$ cat config.mk
export PLATFORM = sky130hd
export DESIGN_NAME = ecc_lite_top
export DESIGN_NICKNAME = d
export VERILOG_FILES = /design/src/ecc_lite_pkg.sv /design/src/dsa_sequencer_rom.sv /design/src/mod_mult.sv /design/src/operand_ram_arb.sv /design/src/host_regs.sv /design/src/dsa_ctrl_fsm.sv /design/src/ecc_lite_top.sv
export VERILOG_INCLUDE_DIRS = /design/src
export SDC_FILE = /design/constraint.sdc
export NUM_CORES = 1
export LEC_CHECK = 0
export ABC_AREA = 1
export BUFFER_PORTS_ARGS = -buffer_cell sky130_fd_sc_hd__buf_4
export CORE_UTILIZATION = 60
export CTS_BUF_LIST = sky130_fd_sc_hd__clkbuf_16
export CTS_CLUSTER_SIZE = 8
export DETAILED_ROUTE_END_ITERATION = 8
export HOLD_SLACK_MARGIN = 0.03
export PLACE_DENSITY = 0.78
export SYNTH_ARGS = -nofsm -noshare
export SYNTH_HDL_FRONTEND = slang
export SYNTH_SLANG_ARGS = --single-unit
export TNS_END_PERCENT = 30
$ cat constraint.sdc
create_clock -name clk -period 5.5 [get_ports clk]
set_clock_uncertainty 0.15 [all_clocks]
set_input_delay 0.275 -clock clk [delete_from_list [all_inputs] [get_ports clk]]
set_output_delay 0.275 -clock clk [all_outputs]
set_load 0.01 [all_outputs]
$ cat src/ecc_lite_defs.svh
// ----------------------------------------
// ecc_lite shared widths and constants
// for the modular exponentiation engine
// ----------------------------------------
`ifndef ECC_LITE_DEFS_SVH
`define ECC_LITE_DEFS_SVH

// operand word width
`define WORD_W   16

// group modulus and the fixed keygen base
`define PRIME    16'd65521
`define GEN      16'd17

// operand memory, 4 words
`define MEM_AW   2

// microcode rom address
`define PROG_AW  3

// one multiplier iteration per multiplier bit
`define MULT_CYC `WORD_W

`endif

$ cat src/ecc_lite_pkg.sv
// ----------------------------------------
// ecc_lite enum types shared across blocks
// ----------------------------------------
`default_nettype none

package ecc_lite_pkg;

    // host commands
    typedef enum logic [1:0] {
        CMD_NONE,
        CMD_KEYGEN,
        CMD_EXP
    } cmd_e;

    // sequencer micro-ops
    typedef enum logic [2:0] {
        UOP_NOP,
        UOP_SET_ONE,
        UOP_SQR,
        UOP_MULB,
        UOP_NEXT,
        UOP_END
    } uop_e;

    // engine control states
    typedef enum logic [2:0] {
        ST_IDLE,
        ST_FETCH,
        ST_RD_A,
        ST_RD_B,
        ST_MULT,
        ST_WR,
        ST_DONE
    } fsm_state_e;

    // operand memory map
    typedef enum logic [1:0] {
        ADDR_BASE,
        ADDR_ACC,
        ADDR_SCRATCH
    } mem_addr_e;

endpackage

`default_nettype wire

$ cat src/dsa_sequencer_rom.sv
// ----------------------------------------
// microcode ROM for the exponent loop
// ----------------------------------------
`timescale 1ns/1ps
`default_nettype none
`include "ecc_lite_defs.svh"

module dsa_sequencer_rom (
    input  wire [`PROG_AW-1:0] prog_addr_i,
    output ecc_lite_pkg::uop_e prog_uop_o
);
    import ecc_lite_pkg::*;

    // program layout
    //   0 acc = 1
    //   1 acc = acc * acc
    //   2 acc = acc * base if bit set
    //   3 loop to 1 while bits remain
    //   4 read out acc
    always_comb begin
        unique case (prog_addr_i)
            `PROG_AW'd0: prog_uop_o = UOP_SET_ONE;
            `PROG_AW'd1: prog_uop_o = UOP_SQR;
            `PROG_AW'd2: prog_uop_o = UOP_MULB;
            `PROG_AW'd3: prog_uop_o = UOP_NEXT;
            `PROG_AW'd4: prog_uop_o = UOP_END;
            default:     prog_uop_o = UOP_NOP;
        endcase
    end

endmodule

`default_nettype wire

$ cat src/mod_mult.sv
// ----------------------------------------
// bit-serial modular multiplier
// interleaved MSB-first shift-add mod PRIME
// ----------------------------------------
`timescale 1ns/1ps
`default_nettype none
`include "ecc_lite_defs.svh"

module mod_mult (
    input  wire                clk,
    input  wire                reset_n,
    input  wire                zeroize_i,
    input  wire                start_i,
    input  wire [`WORD_W-1:0]  a_i,
    input  wire [`WORD_W-1:0]  b_i,
    output logic               busy_o,
    output logic [`WORD_W-1:0] result_o
);
    localparam int CNT_W = $clog2(`MULT_CYC);

    logic [`WORD_W-1:0] a_q;
    logic [`WORD_W-1:0] b_q;
    logic [CNT_W-1:0]   cnt;
    logic [`WORD_W:0]   dbl;
    logic [`WORD_W:0]   dbl_red;
    logic [`WORD_W:0]   sum;
    logic [`WORD_W:0]   sum_red;

    // one step: r = 2r + bit*a, each term kept below PRIME
    // a is below PRIME, so one subtraction per term is enough
    always_comb begin
        dbl     = {result_o, 1'b0};
        dbl_red = (dbl >= `PRIME) ? dbl - `PRIME : dbl;
        sum     = dbl_red + (b_q[`WORD_W-1] ? a_q : '0);
        sum_red = (sum >= `PRIME) ? sum - `PRIME : sum;
    end

    always_ff @(posedge clk or negedge reset_n) begin
        if (!reset_n) begin
            busy_o   <= 1'b0;
            cnt      <= '0;
            a_q      <= '0;
            b_q      <= '0;
            result_o <= '0;
        end else if (zeroize_i) begin
            busy_o   <= 1'b0;
            cnt      <= '0;
            a_q      <= '0;
            b_q      <= '0;
            result_o <= '0;
        end else if (start_i) begin
            busy_o   <= 1'b1;
            cnt      <= '0;
            a_q      <= a_i;
            b_q      <= b_i;
            result_o <= '0;
        end else if (busy_o) begin
            result_o <= sum_red[`WORD_W-1:0];
            b_q      <= b_q << 1;
            cnt      <= cnt + 1'b1;
            if (cnt == CNT_W'(`MULT_CYC - 1))
                busy_o <= 1'b0;
        end
    end

endmodule

`default_nettype wire

$ cat src/operand_ram_arb.sv
// ----------------------------------------
// operand RAM with host-first arbiter
// ----------------------------------------
`timescale 1ns/1ps
`default_nettype none
`include "ecc_lite_defs.svh"

module operand_ram_arb (
    input  wire                           clk,
    input  wire                           reset_n,
    input  wire                           zeroize_i,
    input  wire                           h_req_i,
    input  wire                           h_we_i,
    input  wire ecc_lite_pkg::mem_addr_e  h_addr_i,
    input  wire [`WORD_W-1:0]             h_wdata_i,
    output logic                          h_gnt_o,
    input  wire                           e_req_i,
    input  wire                           e_we_i,
    input  wire ecc_lite_pkg::mem_addr_e  e_addr_i,
    input  wire [`WORD_W-1:0]             e_wdata_i,
    output logic                          e_gnt_o,
    output logic [`WORD_W-1:0]            rdata_o
);
    logic [`WORD_W-1:0] mem [0:(1<<`MEM_AW)-1];
    logic               we;
    logic               re;
    logic [`MEM_AW-1:0] addr;
    logic [`WORD_W-1:0] wdata;

    // fixed priority, the engine waits while the host holds the port
    assign h_gnt_o = h_req_i;
    assign e_gnt_o = e_req_i & ~h_req_i;

    assign we    = (h_gnt_o & h_we_i) | (e_gnt_o & e_we_i);
    assign re    = (h_gnt_o & ~h_we_i) | (e_gnt_o & ~e_we_i);
    assign addr  = h_gnt_o ? h_addr_i : e_addr_i;
    assign wdata = h_gnt_o ? h_wdata_i : e_wdata_i;

    always_ff @(posedge clk) begin
        if (zeroize_i) begin
            for (int i = 0; i < (1 << `MEM_AW); i++)
                mem[i] <= '0;
        end else if (we) begin
            mem[addr] <= wdata;
        end
    end

    // read data one cycle after the grant, held until the next read
    always_ff @(posedge clk or negedge reset_n) begin
        if (!reset_n)
            rdata_o <= '0;
        else if (zeroize_i)
            rdata_o <= '0;
        else if (re)
            rdata_o <= mem[addr];
    end

    // a stalled engine request stays up, unchanged, until it is granted
    assert property (@(posedge clk) disable iff (!reset_n || zeroize_i)
                     (e_req_i && !e_gnt_o) |=>
                     (e_req_i && $stable(e_we_i) && $stable(e_addr_i)));

endmodule

`default_nettype wire

$ cat src/host_regs.sv
// ----------------------------------------
// host register block
// command latch, range checks, base load
// and result/status capture
// ----------------------------------------
`timescale 1ns/1ps
`default_nettype none
`include "ecc_lite_defs.svh"

module host_regs (
    input  wire                        clk,
    input  wire                        reset_n,
    input  wire                        zeroize_i,
    input  wire                        start_i,
    input  wire ecc_lite_pkg::cmd_e    cmd_i,
    input  wire [`WORD_W-1:0]          k_i,
    input  wire [`WORD_W-1:0]          x_i,
    input  wire                        busy_i,
    input  wire                        fin_i,
    input  wire [`WORD_W-1:0]          fin_data_i,
    output logic                       go_o,
    output logic [`WORD_W-1:0]         k_o,
    output logic                       ready_o,
    output logic                       valid_o,
    output logic                       done_o,
    output logic                       error_o,
    output logic [`WORD_W-1:0]         result_o,
    output logic                       mem_req_o,
    output logic                       mem_we_o,
    output ecc_lite_pkg::mem_addr_e    mem_addr_o,
    output logic [`WORD_W-1:0]         mem_wdata_o,
    input  wire                        mem_gnt_i
);
    import ecc_lite_pkg::*;

    logic               ready_q;
    logic               load_q;
    cmd_e               cmd_q;
    logic [`WORD_W-1:0] k_q;
    logic [`WORD_W-1:0] x_q;
    logic               accept;
    logic               range_err;

    assign ready_o = ready_q & ~busy_i;
    assign accept  = start_i & ready_o & (cmd_i != CMD_NONE);

    // checked on the raw inputs in the start cycle
    always_comb begin
        range_err = 1'b0;
        if (cmd_i == CMD_KEYGEN)
            range_err = (k_i == '0) || (k_i >= `PRIME - 1'b1);
        else if (cmd_i == CMD_EXP)
            range_err = (x_i == '0) || (x_i >= `PRIME);
    end

    // base load, keygen always uses the generator
    assign mem_req_o   = load_q;
    assign mem_we_o    = 1'b1;
    assign mem_addr_o  = ADDR_BASE;
    assign mem_wdata_o = (cmd_q == CMD_KEYGEN) ? `GEN : x_q;
    assign go_o        = load_q & mem_gnt_i;
    assign k_o         = k_q;

    always_ff @(posedge clk or negedge reset_n) begin
        if (!reset_n) begin
            ready_q  <= 1'b1;
            load_q   <= 1'b0;
            cmd_q    <= CMD_NONE;
            k_q      <= '0;
            x_q      <= '0;
            valid_o  <= 1'b0;
            done_o   <= 1'b0;
            error_o  <= 1'b0;
            result_o <= '0;
        end else if (zeroize_i) begin
            ready_q  <= 1'b1;
            load_q   <= 1'b0;
            cmd_q    <= CMD_NONE;
            k_q      <= '0;
            x_q      <= '0;
            valid_o  <= 1'b0;
            done_o   <= 1'b0;
            error_o  <= 1'b0;
            result_o <= '0;
        end else begin
            done_o <= 1'b0;
            if (accept) begin
                // a failed check leaves the block ready
                ready_q <= range_err;
                load_q  <= ~range_err;
                error_o <= range_err;
                valid_o <= 1'b0;
                cmd_q   <= cmd_i;
                k_q     <= k_i;
                x_q     <= x_i;
            end
            if (go_o)
                load_q <= 1'b0;
            if (fin_i) begin
                result_o <= fin_data_i;
                valid_o  <= 1'b1;
                done_o   <= 1'b1;
                ready_q  <= 1'b1;
            end
        end
    end

    assert property (@(posedge clk) disable iff (!reset_n) done_o |=> !done_o);

endmodule

`default_nettype wire

$ cat src/dsa_ctrl_fsm.sv
// ----------------------------------------
// engine control FSM
// walks the microcode, reads operands,
// drives the multiplier and writes ACC
// ----------------------------------------
`timescale 1ns/1ps
`default_nettype none
`include "ecc_lite_defs.svh"

module dsa_ctrl_fsm (
    input  wire                       clk,
    input  wire                       reset_n,
    input  wire                       zeroize_i,
    input  wire                       go_i,
    input  wire [`WORD_W-1:0]         k_i,
    input  wire ecc_lite_pkg::uop_e   prog_uop_i,
    input  wire                       mult_busy_i,
    input  wire [`WORD_W-1:0]         mult_result_i,
    input  wire                       mem_gnt_i,
    input  wire [`WORD_W-1:0]         mem_rdata_i,
    output logic                      busy_o,
    output logic [`PROG_AW-1:0]       prog_addr_o,
    output logic                      mult_start_o,
    output logic [`WORD_W-1:0]        mult_a_o,
    output logic [`WORD_W-1:0]        mult_b_o,
    output logic                      fin_o,
    output logic [`WORD_W-1:0]        fin_data_o,
    output logic                      mem_req_o,
    output logic                      mem_we_o,
    output ecc_lite_pkg::mem_addr_e   mem_addr_o,
    output logic [`WORD_W-1:0]        mem_wdata_o
);
    import ecc_lite_pkg::*;

    localparam int BIT_W = $clog2(`WORD_W);
    // slot of UOP_SQR, target of the loop jump
    localparam logic [`PROG_AW-1:0] LOOP_PC = 1;

    fsm_state_e          state;
    logic [`PROG_AW-1:0] pc;
    logic [BIT_W-1:0]    bit_idx;
    logic [`WORD_W-1:0]  k_q;
    logic [`WORD_W-1:0]  a_q;
    logic                mult_sent;

    assign busy_o      = (state != ST_IDLE);
    assign prog_addr_o = pc;

    // memory requests, second operand is BASE only for MULB
    assign mem_req_o   = (state == ST_RD_A) || (state == ST_RD_B) || (state == ST_WR);
    assign mem_we_o    = (state == ST_WR);
    assign mem_addr_o  = ((state == ST_RD_B) && (prog_uop_i == UOP_MULB)) ? ADDR_BASE : ADDR_ACC;
    assign mem_wdata_o = (prog_uop_i == UOP_SET_ONE) ? {{(`WORD_W-1){1'b0}}, 1'b1}
                                                     : mult_result_i;

    // operand b arrives from memory in the first MULT cycle
    assign mult_start_o = (state == ST_MULT) && !mult_sent;
    assign mult_a_o     = a_q;
    assign mult_b_o     = mem_rdata_i;
    assign fin_o        = (state == ST_DONE);
    assign fin_data_o   = mem_rdata_i;

    always_ff @(posedge clk or negedge reset_n) begin
        if (!reset_n) begin
            state     <= ST_IDLE;
            pc        <= '0;
            bit_idx   <= '0;
            k_q       <= '0;
            a_q       <= '0;
            mult_sent <= 1'b0;
        end else if (zeroize_i) begin
            state     <= ST_IDLE;
            pc        <= '0;
            bit_idx   <= '0;
            k_q       <= '0;
            a_q       <= '0;
            mult_sent <= 1'b0;
        end else begin
            unique case (state)
                ST_IDLE: begin
                    if (go_i) begin
                        k_q     <= k_i;
                        pc      <= '0;
                        bit_idx <= BIT_W'(`WORD_W - 1);
                        state   <= ST_FETCH;
                    end
                end
                ST_FETCH: begin
                    unique case (prog_uop_i)
                        UOP_SET_ONE: state <= ST_WR;
                        UOP_SQR:     state <= ST_RD_A;
                        UOP_END:     state <= ST_RD_A;
                        UOP_MULB: begin
                            // zero bit skips the multiply
                            if (k_q[bit_idx])
                                state <= ST_RD_A;
                            else
                                pc <= pc + 1'b1;
                        end
                        UOP_NEXT: begin
                            if (bit_idx != '0) begin
                                bit_idx <= bit_idx - 1'b1;
                                pc      <= LOOP_PC;
                            end else begin
                                pc <= pc + 1'b1;
                            end
                        end
                        default: pc <= pc + 1'b1;
                    endcase
                end
                ST_RD_A: begin
                    if (mem_gnt_i)
                        state <= (prog_uop_i == UOP_END) ? ST_DONE : ST_RD_B;
                end
                ST_RD_B: begin
                    // read data holds operand a until the next granted read
                    a_q <= mem_rdata_i;
                    if (mem_gnt_i)
                        state <= ST_MULT;
                end
                ST_MULT: begin
                    if (!mult_sent) begin
                        mult_sent <= 1'b1;
                    end else if (!mult_busy_i) begin
                        mult_sent <= 1'b0;
                        state     <= ST_WR;
                    end
                end
                ST_WR: begin
                    if (mem_gnt_i) begin
                        pc    <= pc + 1'b1;
                        state <= ST_FETCH;
                    end
                end
                default: state <= ST_IDLE;
            endcase
        end
    end

    // the multiplier is never restarted while it is still running
    assert property (@(posedge clk) disable iff (!reset_n) mult_start_o |-> !mult_busy_i);

endmodule

`default_nettype wire

$ cat src/ecc_lite_top.sv
// ----------------------------------------
// ecc_lite top level
// square-and-multiply mod PRIME with a
// microcoded engine and shared operand RAM
// ----------------------------------------
`timescale 1ns/1ps
`default_nettype none
`include "ecc_lite_defs.svh"

module ecc_lite_top (
    input  wire                     clk,
    input  wire                     reset_n,
    input  wire                     zeroize_i,
    input  wire                     start_i,
    input  wire ecc_lite_pkg::cmd_e cmd_i,
    input  wire [`WORD_W-1:0]       k_i,
    input  wire [`WORD_W-1:0]       x_i,
    output logic                    ready_o,
    output logic                    valid_o,
    output logic                    done_o,
    output logic                    error_o,
    output logic [`WORD_W-1:0]      result_o
);
    import ecc_lite_pkg::*;

    // host to engine handoff
    logic                go;
    logic [`WORD_W-1:0]  k_eng;
    logic                eng_busy;
    logic                fin;
    logic [`WORD_W-1:0]  fin_data;

    // memory ports
    logic                h_req;
    logic                h_we;
    mem_addr_e           h_addr;
    logic [`WORD_W-1:0]  h_wdata;
    logic                h_gnt;
    logic                e_req;
    logic                e_we;
    mem_addr_e           e_addr;
    logic [`WORD_W-1:0]  e_wdata;
    logic                e_gnt;
    logic [`WORD_W-1:0]  rdata;

    // sequencer and multiplier
    logic [`PROG_AW-1:0] prog_addr;
    uop_e                prog_uop;
    logic                mult_start;
    logic [`WORD_W-1:0]  mult_a;
    logic [`WORD_W-1:0]  mult_b;
    logic                mult_busy;
    logic [`WORD_W-1:0]  mult_result;

    host_regs host_regs_inst (
        .clk         (clk),
        .reset_n     (reset_n),
        .zeroize_i   (zeroize_i),
        .start_i     (start_i),
        .cmd_i       (cmd_i),
        .k_i         (k_i),
        .x_i         (x_i),
        .busy_i      (eng_busy),
        .fin_i       (fin),
        .fin_data_i  (fin_data),
        .go_o        (go),
        .k_o         (k_eng),
        .ready_o     (ready_o),
        .valid_o     (valid_o),
        .done_o      (done_o),
        .error_o     (error_o),
        .result_o    (result_o),
        .mem_req_o   (h_req),
        .mem_we_o    (h_we),
        .mem_addr_o  (h_addr),
        .mem_wdata_o (h_wdata),
        .mem_gnt_i   (h_gnt)
    );

    dsa_ctrl_fsm dsa_ctrl_fsm_inst (
        .clk           (clk),
        .reset_n       (reset_n),
        .zeroize_i     (zeroize_i),
        .go_i          (go),
        .k_i           (k_eng),
        .prog_uop_i    (prog_uop),
        .mult_busy_i   (mult_busy),
        .mult_result_i (mult_result),
        .mem_gnt_i     (e_gnt),
        .mem_rdata_i   (rdata),
        .busy_o        (eng_busy),
        .prog_addr_o   (prog_addr),
        .mult_start_o  (mult_start),
        .mult_a_o      (mult_a),
        .mult_b_o      (mult_b),
        .fin_o         (fin),
        .fin_data_o    (fin_data),
        .mem_req_o     (e_req),
        .mem_we_o      (e_we),
        .mem_addr_o    (e_addr),
        .mem_wdata_o   (e_wdata)
    );

    dsa_sequencer_rom dsa_sequencer_rom_inst (
        .prog_addr_i (prog_addr),
        .prog_uop_o  (prog_uop)
    );

    mod_mult mod_mult_inst (
        .clk       (clk),
        .reset_n   (reset_n),
        .zeroize_i (zeroize_i),
        .start_i   (mult_start),
        .a_i       (mult_a),
        .b_i       (mult_b),
        .busy_o    (mult_busy),
        .result_o  (mult_result)
    );

    operand_ram_arb operand_ram_arb_inst (
        .clk       (clk),
        .reset_n   (reset_n),
        .zeroize_i (zeroize_i),
        .h_req_i   (h_req),
        .h_we_i    (h_we),
        .h_addr_i  (h_addr),
        .h_wdata_i (h_wdata),
        .h_gnt_o   (h_gnt),
        .e_req_i   (e_req),
        .e_we_i    (e_we),
        .e_addr_i  (e_addr),
        .e_wdata_i (e_wdata),
        .e_gnt_o   (e_gnt),
        .rdata_o   (rdata)
    );

endmodule

`default_nettype wire

==> metrics.cfg, run 1 <==
[setup_path]
cp_top_family=simple AND/OR/NAND/NOR gates
reg2reg_slack_ns=1.08
rr_worst_depth=29
slowest_stage=dfrtp_1
crit_type=flop to flop
r2r_start=mod_mult_inst.result_o[0]
worst_path_most_repeated_cell=nand2_1
endpoint_kind=flop
reg2reg_to=mod_mult_inst.result_o[1]
arrival_ns=4.59
startpoint_type=flop
required_ns=5.67
cpPeakStageDelay_ns=0.41
path_buf_inv=2
cp_max_fo=17

[timing]
totalNegativeSetupSlack_ns=0
tightestPinTransition_ns=1.232
rsz0062_at_grt=false
setup_slack_ns=1.082
final_hold_viol_count=0
setup_viol=0
finalCritPeriodShare_pct=80.33
period_needed_ns=4.418
hold_slack_ns=0.1089
slew_headroom_pct=17.54
report.final.slew_viol_count=0
max_clock_freq_ghz=0.2263

[global_route]
grt_pass1_wl_um=46420
antenna_found_initial=0
grt_pass1_vias=8778
grtUsageTotal_pct=32.75
grt-ovfl-total=0
grt_max_degree=108

[place]
io_buffers=57
dp_slack_ns=1.129
dpl.hpwl_um=20250
gp_congestion=0.9465
placed_area_sq_um=11560

[final_layout]
design_area_sq_um=12470
layout.nets=1528
diodes=0
layout-drive-gt1-share_pct=9.485
area_growth_pct=13.51

[clock_network]
clock_latency_ns=0.44
ctsHoldBuffers=35
root_buffer=clkbuf_16
post_cts_resized=0
tritoncts=yes
numCtsBuffers=17
cts.sinks=199
htreeDepth=4
clkSlewWorstSetupHoldPaths_ns=0.07
post-cts-setup-buffer-count=0
clock_path_buffers=2

[power_and_ir_drop]
power_density_nw_per_um2=316.2
vdd_ir_drop_max_v=0.0002696
power.leakage_nw=6.138
finalPower_mw=3.943

[synth]
ys_seq_area_share_pct=46.79
ys_ff_latch=199
synth_area_leaders=dfrtp_1 (38%), nand2_1 (12%), edfxtp_1 (8.7%)
yosysTopAreaCellShare_pct=37.81
mappedNetlistArea_sq_um=10990
ys_warn_count=0
synth_cell_types=51
netlist_instances=1394
syn_nets=1459
syn_avg_cell_area_sq_um=7.881
synth_top_area_cell=dfrtp_1

[route]
firstDrtPassIters=5
wl_per_cell_um=17.09
drt_iter0_drc=1013
routed_wl_um=29140
route.detailed.drc=0
ant_nets=0
vias_per_cell=5.713
num_vias=9740

[floorplanning]
die_h_um=137.3
core-area_sq_um=17960
io_pins=58
initial_core_util_pct=61.16
rows=49
die_w_um=137.3
die_area_sq_um=18860

[min_path]
worstHoldEndpoint=host_regs_inst.cmd_q[1]
hp-start=start_i
hold_depth=5
hold_class=input pin to flop

[job]
cap_violations=0

[status]
outcome=finished clean

[layer usage]
metal | wire [um] | GRT usage (%) | vias up
met2 | 12880 | 48.15 | 415
li1 | - | - | 4699
met1 | 13380 | 49.05 | 4583
met4 | 671 | 10.20 | 0
met5 | 0 | 0 | -
met3 | 2212 | 5.887 | 43
[logic make-up (layout without fill, tap and decap cells)]
group,after synthesis,after routing,share of synthesized area [%]
AND/OR/NAND/NOR,626,626,25.59
buffers and inverters,272,354,9.452
AO/OA/AOI/OAI,241,241,12.53
flip-flops,199,199,46.79
XOR/XNOR,28,28,2.403
adder cells (fa/ha/maj),27,27,3.143
multiplexers,1,1,0.09111
[Yosys cell counts, drive strengths merged]
| cell | n |
|---|---|
| xnor2 | 7 |
| o31ai | 12 |
| nand2 | 347 |
| nor3 | 10 |
| o21a | 1 |
| and3 | 1 |
| dfstp | 1 |
| a22o | 1 |
| o32ai | 16 |
| o221ai | 1 |
| a22oi | 1 |
| and2 | 4 |
| or2 | 3 |
| clkbuf | 39 |
| a31oi | 1 |
| mux2i | 1 |
| o21ai | 104 |
| inv | 221 |
| fa | 1 |
| nor4 | 18 |
| edfxtp | 32 |
| a21oi | 67 |
| o41ai | 1 |
| buf | 11 |
| nor2 | 115 |
| xor2 | 21 |
| dfrtp | 166 |
| ha | 26 |
| nor3b | 1 |
| nand3 | 88 |
| nand3b | 3 |
| o22ai | 28 |
| nand4 | 36 |
| o211ai | 8 |
| clkinv | 1 |
[power breakdown]
part / leakage (nW) / internal, mW / switching [mW]
sequential: 2.63 / 1.66 / 0.148
clock: 0.278 / 0.599 / 0.598
combinational: 3.23 / 0.284 / 0.649
[placed cells by master, fill, tap and decap left out, types with 16 or more instances in the layout]
cell / instances
a21oi_1: 65
edfxtp_1: 32
buf_4: 64
nand4_1: 35
dfrtp_1: 166
inv_1: 212
o22ai_1: 28
nor2_1: 107
ha_1: 26
dlygate4sd3_1: 35
o32ai_1: 16
o21ai_0: 94
clkbuf_16: 17
xor2_1: 21
nor4_1: 18
nand2_1: 339
nand3_1: 81
[through the flow]
step	util (%)	std cells
2_1_floorplan	-	1394
3_3_place_gp	64.35	1638
3_5_place_dp	64.35	1638
4_1_cts	69.42	1705
5_1_grt	69.42	1705
6_report	69.42	1705
[how the worst max path moves through the flow]
stage                              startpoint                          to  slack [ns]  depth (start not counted)
floorplan           mod_mult_inst.result_o[0]   mod_mult_inst.result_o[7]        1.64                         30
global placement    mod_mult_inst.result_o[0]   mod_mult_inst.result_o[0]        1.32                         29
detailed placement  mod_mult_inst.result_o[0]   mod_mult_inst.result_o[4]        1.13                         29
CTS                 mod_mult_inst.result_o[0]   mod_mult_inst.result_o[1]        1.12                         29
global route        mod_mult_inst.result_o[0]  mod_mult_inst.result_o[10]        0.66                         29
finish              mod_mult_inst.result_o[0]   mod_mult_inst.result_o[1]        1.08                         29
[final cells by class]
cell class | count | area [sq um]
fillers | 1444 | 5493
flip-flops and latches | 199 | 5141
multi-input cells | 923 | 4807
repair buffers | 100 | 842.1
inverters | 222 | 833.3
clock buffers | 17 | 425.4
well taps | 229 | 286.5
clock inverters | 15 | 135.1
[sequential cells by signal, indices dropped and copies added, names as in the netlist, 2 cells and up]
| register | count |
|---|---|
| mod_mult_inst.b_q | 16 |
| operand_ram_arb_inst.mem | 32 |
| host_regs_inst.cmd_q | 2 |
| dsa_ctrl_fsm_inst.k_q | 16 |
| operand_ram_arb_inst.rdata_o | 16 |
| host_regs_inst.k_o | 16 |
| mod_mult_inst.result_o | 16 |
| host_regs_inst.x_q | 16 |
| mod_mult_inst.cnt | 4 |
| dsa_ctrl_fsm_inst.bit_idx | 4 |
| dsa_ctrl_fsm_inst.mult_a_o | 16 |
| dsa_ctrl_fsm_inst.prog_addr_o | 3 |
| dsa_ctrl_fsm_inst.state | 3 |
| mod_mult_inst.a_q | 16 |
| host_regs_inst.result_o | 16 |
[tightest hold or removal path, stage by stage]
cell and delay (ns):
buf_4 0.11, nand2_1 0.09, nor2_1 0.06, inv_1 0.06, o21ai_0 0.06
No activity file was read; power rests on OpenSTA's default activity.
==> inputs of run 2 (changes only) <==
--- a/config.mk
+++ b/config.mk
@@ -8,12 +8,12 @@
 export LEC_CHECK = 0
 export ABC_AREA = 1
 export BUFFER_PORTS_ARGS = -buffer_cell sky130_fd_sc_hd__buf_4
-export CORE_UTILIZATION = 60
+export CORE_UTILIZATION = 56
 export CTS_BUF_LIST = sky130_fd_sc_hd__clkbuf_16
 export CTS_CLUSTER_SIZE = 8
 export DETAILED_ROUTE_END_ITERATION = 8
 export HOLD_SLACK_MARGIN = 0.03
-export PLACE_DENSITY = 0.78
+export PLACE_DENSITY = 0.77
 export SYNTH_ARGS = -nofsm -noshare
 export SYNTH_HDL_FRONTEND = slang
 export SYNTH_SLANG_ARGS = --single-unit
==> constraint.sdc (replaced) <==
create_clock -name clk -period 3.7 [get_ports clk]
set_clock_uncertainty 0.15 [all_clocks]
set_input_delay 0.185 -clock clk [delete_from_list [all_inputs] [get_ports clk]]
set_output_delay 0.185 -clock clk [all_outputs]
set_load 0.01 [all_outputs]
==> run 2 against run 1 <==
Against the previous run:
- clock-buffer cell count is the same
- maximum frequency grew 11%
- cell area grew 12%
- total power grew 54%
- the run now ends with negative setup slack left
- wire length grew 11%
- critical path type unchanged
- setup slack lost 1.4 ns
- largest cell class is now multi-input gates
- clock power grew 60%
- sequential share of layout area shrank 4.6 points
- die area grew 7.0%
- via count grew 8.3%
==> metrics.cfg, run 2 (same netlist as run 1, synthesis figures left out) <==
[status]
outcome=complete, but fails checks
violations=negative setup slack

[timing]
setup_slack_ns=-0.2908  ; -1.373 ns
totalNegativeSetupSlack_ns=-3.669  ; -3.669 ns
final_hold_viol_count=0  ; unchanged
period_needed_ns=3.991  ; -0.4275 ns
report.final.slew_viol_count=0  ; unchanged
finalCritPeriodShare_pct=107.9  ; +28 points
setup_viol=16  ; +16
slew_headroom_pct=9.234  ; -8.3 points
tightestPinTransition_ns=1.347  ; +0.1149 ns
max_clock_freq_ghz=0.2506  ; +11%
rsz0062_at_grt=true

[setup_path]
worst_path_most_repeated_cell=nor2_4
crit_type=flop to flop
cp_max_fo=7  ; -10
required_ns=3.92  ; -1.75 ns
arrival_ns=4.21  ; -0.38 ns
endpoint_kind=flop
cpPeakStageDelay_ns=0.38  ; -0.03 ns
slowest_stage=dfrtp_1
cp_top_family=simple AND/OR/NAND/NOR gates
path_buf_inv=5  ; +3
startpoint_type=flop

[floorplanning]
rows=50  ; +2.0%
initial_core_util_pct=57.96  ; -3.2 points
die_area_sq_um=20180  ; +7.0%
io_pins=58  ; unchanged
die_h_um=142.1  ; +3.5%
core-area_sq_um=18960  ; +5.5%
die_w_um=142.1  ; +3.5%

[clock_network]
cts.sinks=199  ; unchanged
clkSlewWorstSetupHoldPaths_ns=0.08  ; about the same
clock_path_buffers=2  ; unchanged
numCtsBuffers=17  ; unchanged
htreeDepth=4  ; unchanged
root_buffer=clkbuf_16
tritoncts=yes
clock_latency_ns=0.44  ; about the same

[final_layout]
layout_common_cells=nand2_1 (297), inv_1 (203), dfrtp_1 (166)
layout-drive-gt1-share_pct=22.35  ; +13 points
layout.nets=1636  ; +7.1%
utilization_pct=74.01  ; +4.6 points
diodes=0  ; unchanged
final_common_cell=nand2_1
regMostFlops=operand_ram_arb_inst.mem
area_growth_pct=27.69
largest_reg_flops=32  ; unchanged

[route]
ant_nets=0  ; unchanged
wl_per_cell_um=17.62  ; +3.1%
route.detailed.drc=0  ; unchanged
drt_iter0_drc=1079  ; +6.5%
vias_per_cell=5.719  ; +0.10%
num_vias=10550  ; +8.3%
routed_wl_um=32500  ; +11%
firstDrtPassIters=5  ; unchanged

[power_and_ir_drop]
power.internal_mw=3.963  ; +56%
seq_power_share_pct=44.3  ; -1.7 points
power_density_nw_per_um2=432.0  ; +37%
combinationalPowerShare_pct=24.0  ; +0.3 points
switching_share_pct=34.60  ; -0.80 points
power_frac_clock_pct=31.7  ; +1.3 points
vdd_ir_drop_max_v=0.0003836  ; +42%
power.switching_mw=2.097  ; +50%
power.leakage_nw=6.974  ; +14%

[place]
io_buffers=57  ; unchanged
dp_slack_ns=-0.2604  ; -1.389 ns
gp_congestion=0.9385  ; -0.85%
dpl.hpwl_um=21110  ; +4.3%

[global_route]
antenna_found_initial=0  ; unchanged
grt_max_degree=86  ; -20%
grt_pass1_wl_um=50840  ; +9.5%
grt-ovfl-total=0  ; unchanged
grtUsageTotal_pct=32.77  ; about the same
grt_pass1_vias=9789  ; +12%

[min_path]
hold_class=input pin to flop

[job]
cap_violations=0  ; unchanged

## run 2: cell count changes in the layout (fill, tap and decap cells not counted), sizes merged
cell	change
dlygate4sd3	+2
clkinvlp	+1
clkbuf	+1
clkinv	-5
nand3	+1
buf	+104
bufinv	+2
inv	+2
## run 2: path summary, 6_finish.rpt
kind                                      startpoint                   endpoint  slack [ns]  cells past startpoint
setup / recovery           mod_mult_inst.result_o[0]  mod_mult_inst.result_o[8]       -0.29                     26
hold / removal                             zeroize_i      host_regs_inst.x_q[3]        0.06                      2
setup reg to reg           mod_mult_inst.result_o[0]  mod_mult_inst.result_o[8]       -0.29                     26
hold reg to reg               host_regs_inst.ready_q     host_regs_inst.ready_q        0.32                      2
max in group asynchronous                    reset_n      mod_mult_inst.b_q[14]        2.33                      3
min in group asynchronous                    reset_n      host_regs_inst.k_o[8]        0.21                      2
## run 2: power groups by stage
| stage | Sequential [mW] | Combinational [mW] | Clock [mW] |
|---|---|---|---|
| floorplan | 2.62 | 1.02 | 0 |
| global route | 2.71 | 1.62 | 2.02 |
| finish | 2.68 | 1.45 | 1.92 |
| global placement | 2.71 | 1.33 | 0 |
| CTS | 2.68 | 1.42 | 1.93 |
| detailed placement | 2.71 | 1.37 | 0 |
## run 2: repair_timing
item	4_1_cts	5_1_grt
hold buffers	37	0
setup buffers	13	8
pin swaps	26	40
gates resized for setup	38	89
endpoints found under the hold margin	116	0
gates cloned	1	1
endpoints found under the setup margin	16	16
## run 2: routing by layer
metal,vias up,global-route usage (%),routed length (um)
li1,4917,-,-
met1,5030,45.45,13620
met5,-,0,0
met4,0,11.83,952
met3,72,5.956,2614
met2,526,51.65,15310
## run 2: layout make-up
cell class	instances	area (sq um)
Clock inverter	15	180.2
Multi-Input combinational cell	924	5394
Fill cell	1305	4927
Inverter	222	833.3
Tap cell	260	325.3
Timing Repair Buffer	207	1729
Clock buffer	17	425.4
Sequential cell	199	5141
## run 2: stage by stage
step | hold WS [ns] | power [mW] | cell area [sq um] | cells
after floorplan | -0.2606 | 3.645 | 11040 | 1394
after global placement | 0.1390 | 4.040 | 12330 | 1752
after detailed placement | 0.1425 | 4.078 | 12330 | 1752
after CTS | 0.05265 | 6.025 | 13550 | 1835
after global routing | 0.06289 | 6.353 | 14030 | 1844
final | 0.06196 | 6.060 | 14030 | 1844
==> inputs of run 3 (changes only) <==
--- a/config.mk
+++ b/config.mk
@@ -8,12 +8,14 @@
 export LEC_CHECK = 0
 export ABC_AREA = 1
 export BUFFER_PORTS_ARGS = -buffer_cell sky130_fd_sc_hd__buf_4
-export CORE_UTILIZATION = 56
+export CELL_PAD_IN_SITES_DETAIL_PLACEMENT = 0
+export CELL_PAD_IN_SITES_GLOBAL_PLACEMENT = 1
+export CORE_UTILIZATION = 42
 export CTS_BUF_LIST = sky130_fd_sc_hd__clkbuf_16
 export CTS_CLUSTER_SIZE = 8
 export DETAILED_ROUTE_END_ITERATION = 8
 export HOLD_SLACK_MARGIN = 0.03
-export PLACE_DENSITY = 0.77
+export PLACE_DENSITY_LB_ADDON = 0.1
 export SYNTH_ARGS = -nofsm -noshare
 export SYNTH_HDL_FRONTEND = slang
 export SYNTH_SLANG_ARGS = --single-unit
==> run 3 against run 2 <==
Against the previous run:
- global-route usage shrank 7.4 points
- first-iteration DRC count shrank 18%
- the flow still finishes with violations (negative setup slack)
- non-clock buffer count grew 2
- sequential share of layout area grew 0.41 points
- cell area shrank 1.1%
- setup slack gained 0.19 ns
- die area grew 33%
- combinational power grew 3%
- highest routed layer unchanged
==> metrics.cfg, run 3 (same netlist as run 1, synthesis figures left out) <==
[setup_path]
reg2reg_slack_ns=-0.10  ; +0.19 ns
endpoint=mod_mult_inst.result_o[0]
cp_max_fo=8  ; +1
rr_worst_depth=30  ; +15%
startpoint_type=flop
cpPeakStageDelay_ns=0.36  ; -0.02 ns
arrival_ns=3.97  ; -0.24 ns
reg2reg_to=mod_mult_inst.result_o[0]
crit_type=flop to flop
startpoint=mod_mult_inst.result_o[0]
worst_path_most_repeated_cell=nand2_4
endpoint_kind=flop
slowest_stage=dfrtp_1
r2r_start=mod_mult_inst.result_o[0]
required_ns=3.87  ; -0.05 ns

[timing]
rsz0062_at_grt=true
totalNegativeSetupSlack_ns=-1.168  ; +2.501 ns
period_needed_ns=3.802  ; -0.1887 ns
tightestPinTransition_ns=1.076  ; -0.2710 ns
slew_headroom_pct=27.77  ; +19 points
max_clock_freq_ghz=0.2630  ; +5.0%
setup_viol=16  ; unchanged
setup_slack_ns=-0.1022  ; +0.1887 ns
hold_slack_ns=0.08097  ; +0.01901 ns
report.final.slew_viol_count=0  ; unchanged
final_hold_viol_count=0  ; unchanged
finalCritPeriodShare_pct=102.8  ; -5.1 points

[final_layout]
layout_common_cells=nand2_1 (312), inv_1 (208), dfrtp_1 (166)
diodes=0  ; unchanged
final_common_cell=nand2_1
largest_reg_flops=32  ; unchanged
final_cells=1916  ; +3.9%
layout.nets=1638  ; +0.12%
layout-drive-gt1-share_pct=19.67  ; -2.7 points
regMostFlops=operand_ram_arb_inst.mem
nFillCells=2410  ; +85%
design_area_sq_um=13870  ; -1.1%
utilization_pct=54.62  ; -19 points
area_growth_pct=26.27

[clock_network]
htreeDepth=4  ; unchanged
tritoncts=yes
clock_path_buffers=2  ; unchanged
root_buffer=clkbuf_16
clkSlewWorstSetupHoldPaths_ns=0.08  ; about the same
numCtsBuffers=17  ; unchanged
clock_latency_ns=0.44  ; about the same
cts.sinks=199  ; unchanged

[power_and_ir_drop]
finalPower_mw=5.997  ; -1.0%
vdd_ir_drop_max_v=0.0003353  ; -13%
power.leakage_nw=6.863  ; -1.6%
power.switching_mw=2.159  ; +3.0%
power_frac_clock_pct=30.8  ; -0.9 points
combinationalPowerShare_pct=24.8  ; +0.8 points
seq_power_share_pct=44.4  ; about the same
power.internal_mw=3.838  ; -3.2%
power_density_nw_per_um2=432.3  ; about the same
switching_share_pct=36.00  ; +1.4 points

[place]
dp.cells=1824  ; +4.1%
dp_slack_ns=-0.2489  ; +0.01152 ns
io_buffers=57  ; unchanged
gp_congestion=0.8429  ; -10%
placed_area_sq_um=12410  ; +0.63%
dpl.hpwl_um=23110  ; +9.5%

[floorplanning]
initial_core_util_pct=43.26  ; -15 points
io_pins=58  ; unchanged
die_area_sq_um=26810  ; +33%
die_w_um=163.7  ; +15%
die_h_um=163.7  ; +15%
core-area_sq_um=25400  ; +34%
rows=58  ; +16%

[min_path]
hp-start=zeroize_i
hold_class=input pin to flop
hold_depth=2  ; unchanged

[status]
violations=negative setup slack
outcome=complete, but fails checks

[route]
vias_per_cell=5.148  ; -10%
routed_wl_um=32570  ; +0.22%
route.detailed.drc=0  ; unchanged
firstDrtPassIters=5  ; unchanged
num_vias=9864  ; -6.5%
drt_iter0_drc=883  ; -18%
ant_nets=0  ; unchanged
wl_per_cell_um=17.00  ; -3.5%

[global_route]
antenna_found_initial=0  ; unchanged
grtUsageTotal_pct=25.42  ; -7.4 points
grt-ovfl-total=0  ; unchanged
grt_pass1_wl_um=51850  ; +2.0%
grt_pass1_vias=9199  ; -6.0%
grt_max_degree=66  ; -23%

[job]
cap_violations=0  ; unchanged

run 3: changes by cell type in the layout (fill, tap and decap cells not counted), moves of 5 or more:
cell / delta
nand2_1: +15
nor2_1: +7
inv_2: -5
nand2_4: -5
nor2_2: -7
nand3_1: +5
nand2_2: -10
inv_1: +5
run 3: per-layer routing:
layer / part of all wire (%) / global-route usage [%]
met1: 51 / 39.95
met2: 43 / 36.04
met3: 4.1 / 3.434
met4: 1.8 / 6.944
met5: 0 / 0
run 3: final cells by class:
cell class                 instances  area, sq um  area share, %
multi-input combinational        924         5165          37.23
sequential                       199         5141          37.06
timing repair buffer             209         1738          12.53
inverter                         222        833.3          6.006
clock buffer                      17        425.4          3.066
tap                              330        412.9          2.976
clock inverter                    15        157.7          1.136
run 3: worst min path at each step:
stage,slack [ns],endpoint
global placement,0.05,mod_mult_inst.b_q[9]
floorplan,-0.26,dsa_ctrl_fsm_inst.bit_idx[0]
finish,0.08,host_regs_inst.x_q[10]
CTS,0.05,host_regs_inst.x_q[10]
global route,0.08,host_regs_inst.x_q[10]
detailed placement,0.05,mod_mult_inst.b_q[9]
run 3: worst max-delay path: cells and delay by family, from the launching register on:
kind	cells	cell delay (ns)
xor gates and xnor gates	1	0.12
adders and majority gates	2	0.47
buffers and inverters	3	0.26
DFF	1	0.36
and+or+nand+nor	24	2.33
run 3: repair_timing:
| item | CTS | global route |
|---|---|---|
| cloned | 2 | 0 |
| hold buffers | 37 | 0 |
| endpoints found under the hold margin | 90 | 0 |
| pin swaps | 29 | 31 |
| setup buffers | 14 | 7 |
| resized for setup | 38 | 36 |
| setup endpoints to repair | 16 | 16 |
run 3: power by group through the flow:
stage,logic (mW),clock network (mW),registers [mW]
floorplan,1.02,0,2.62
global placement,1.43,0,2.70
detailed placement,1.45,0,2.70
CTS,1.48,1.89,2.66
global route,1.69,1.97,2.69
finish,1.49,1.85,2.66
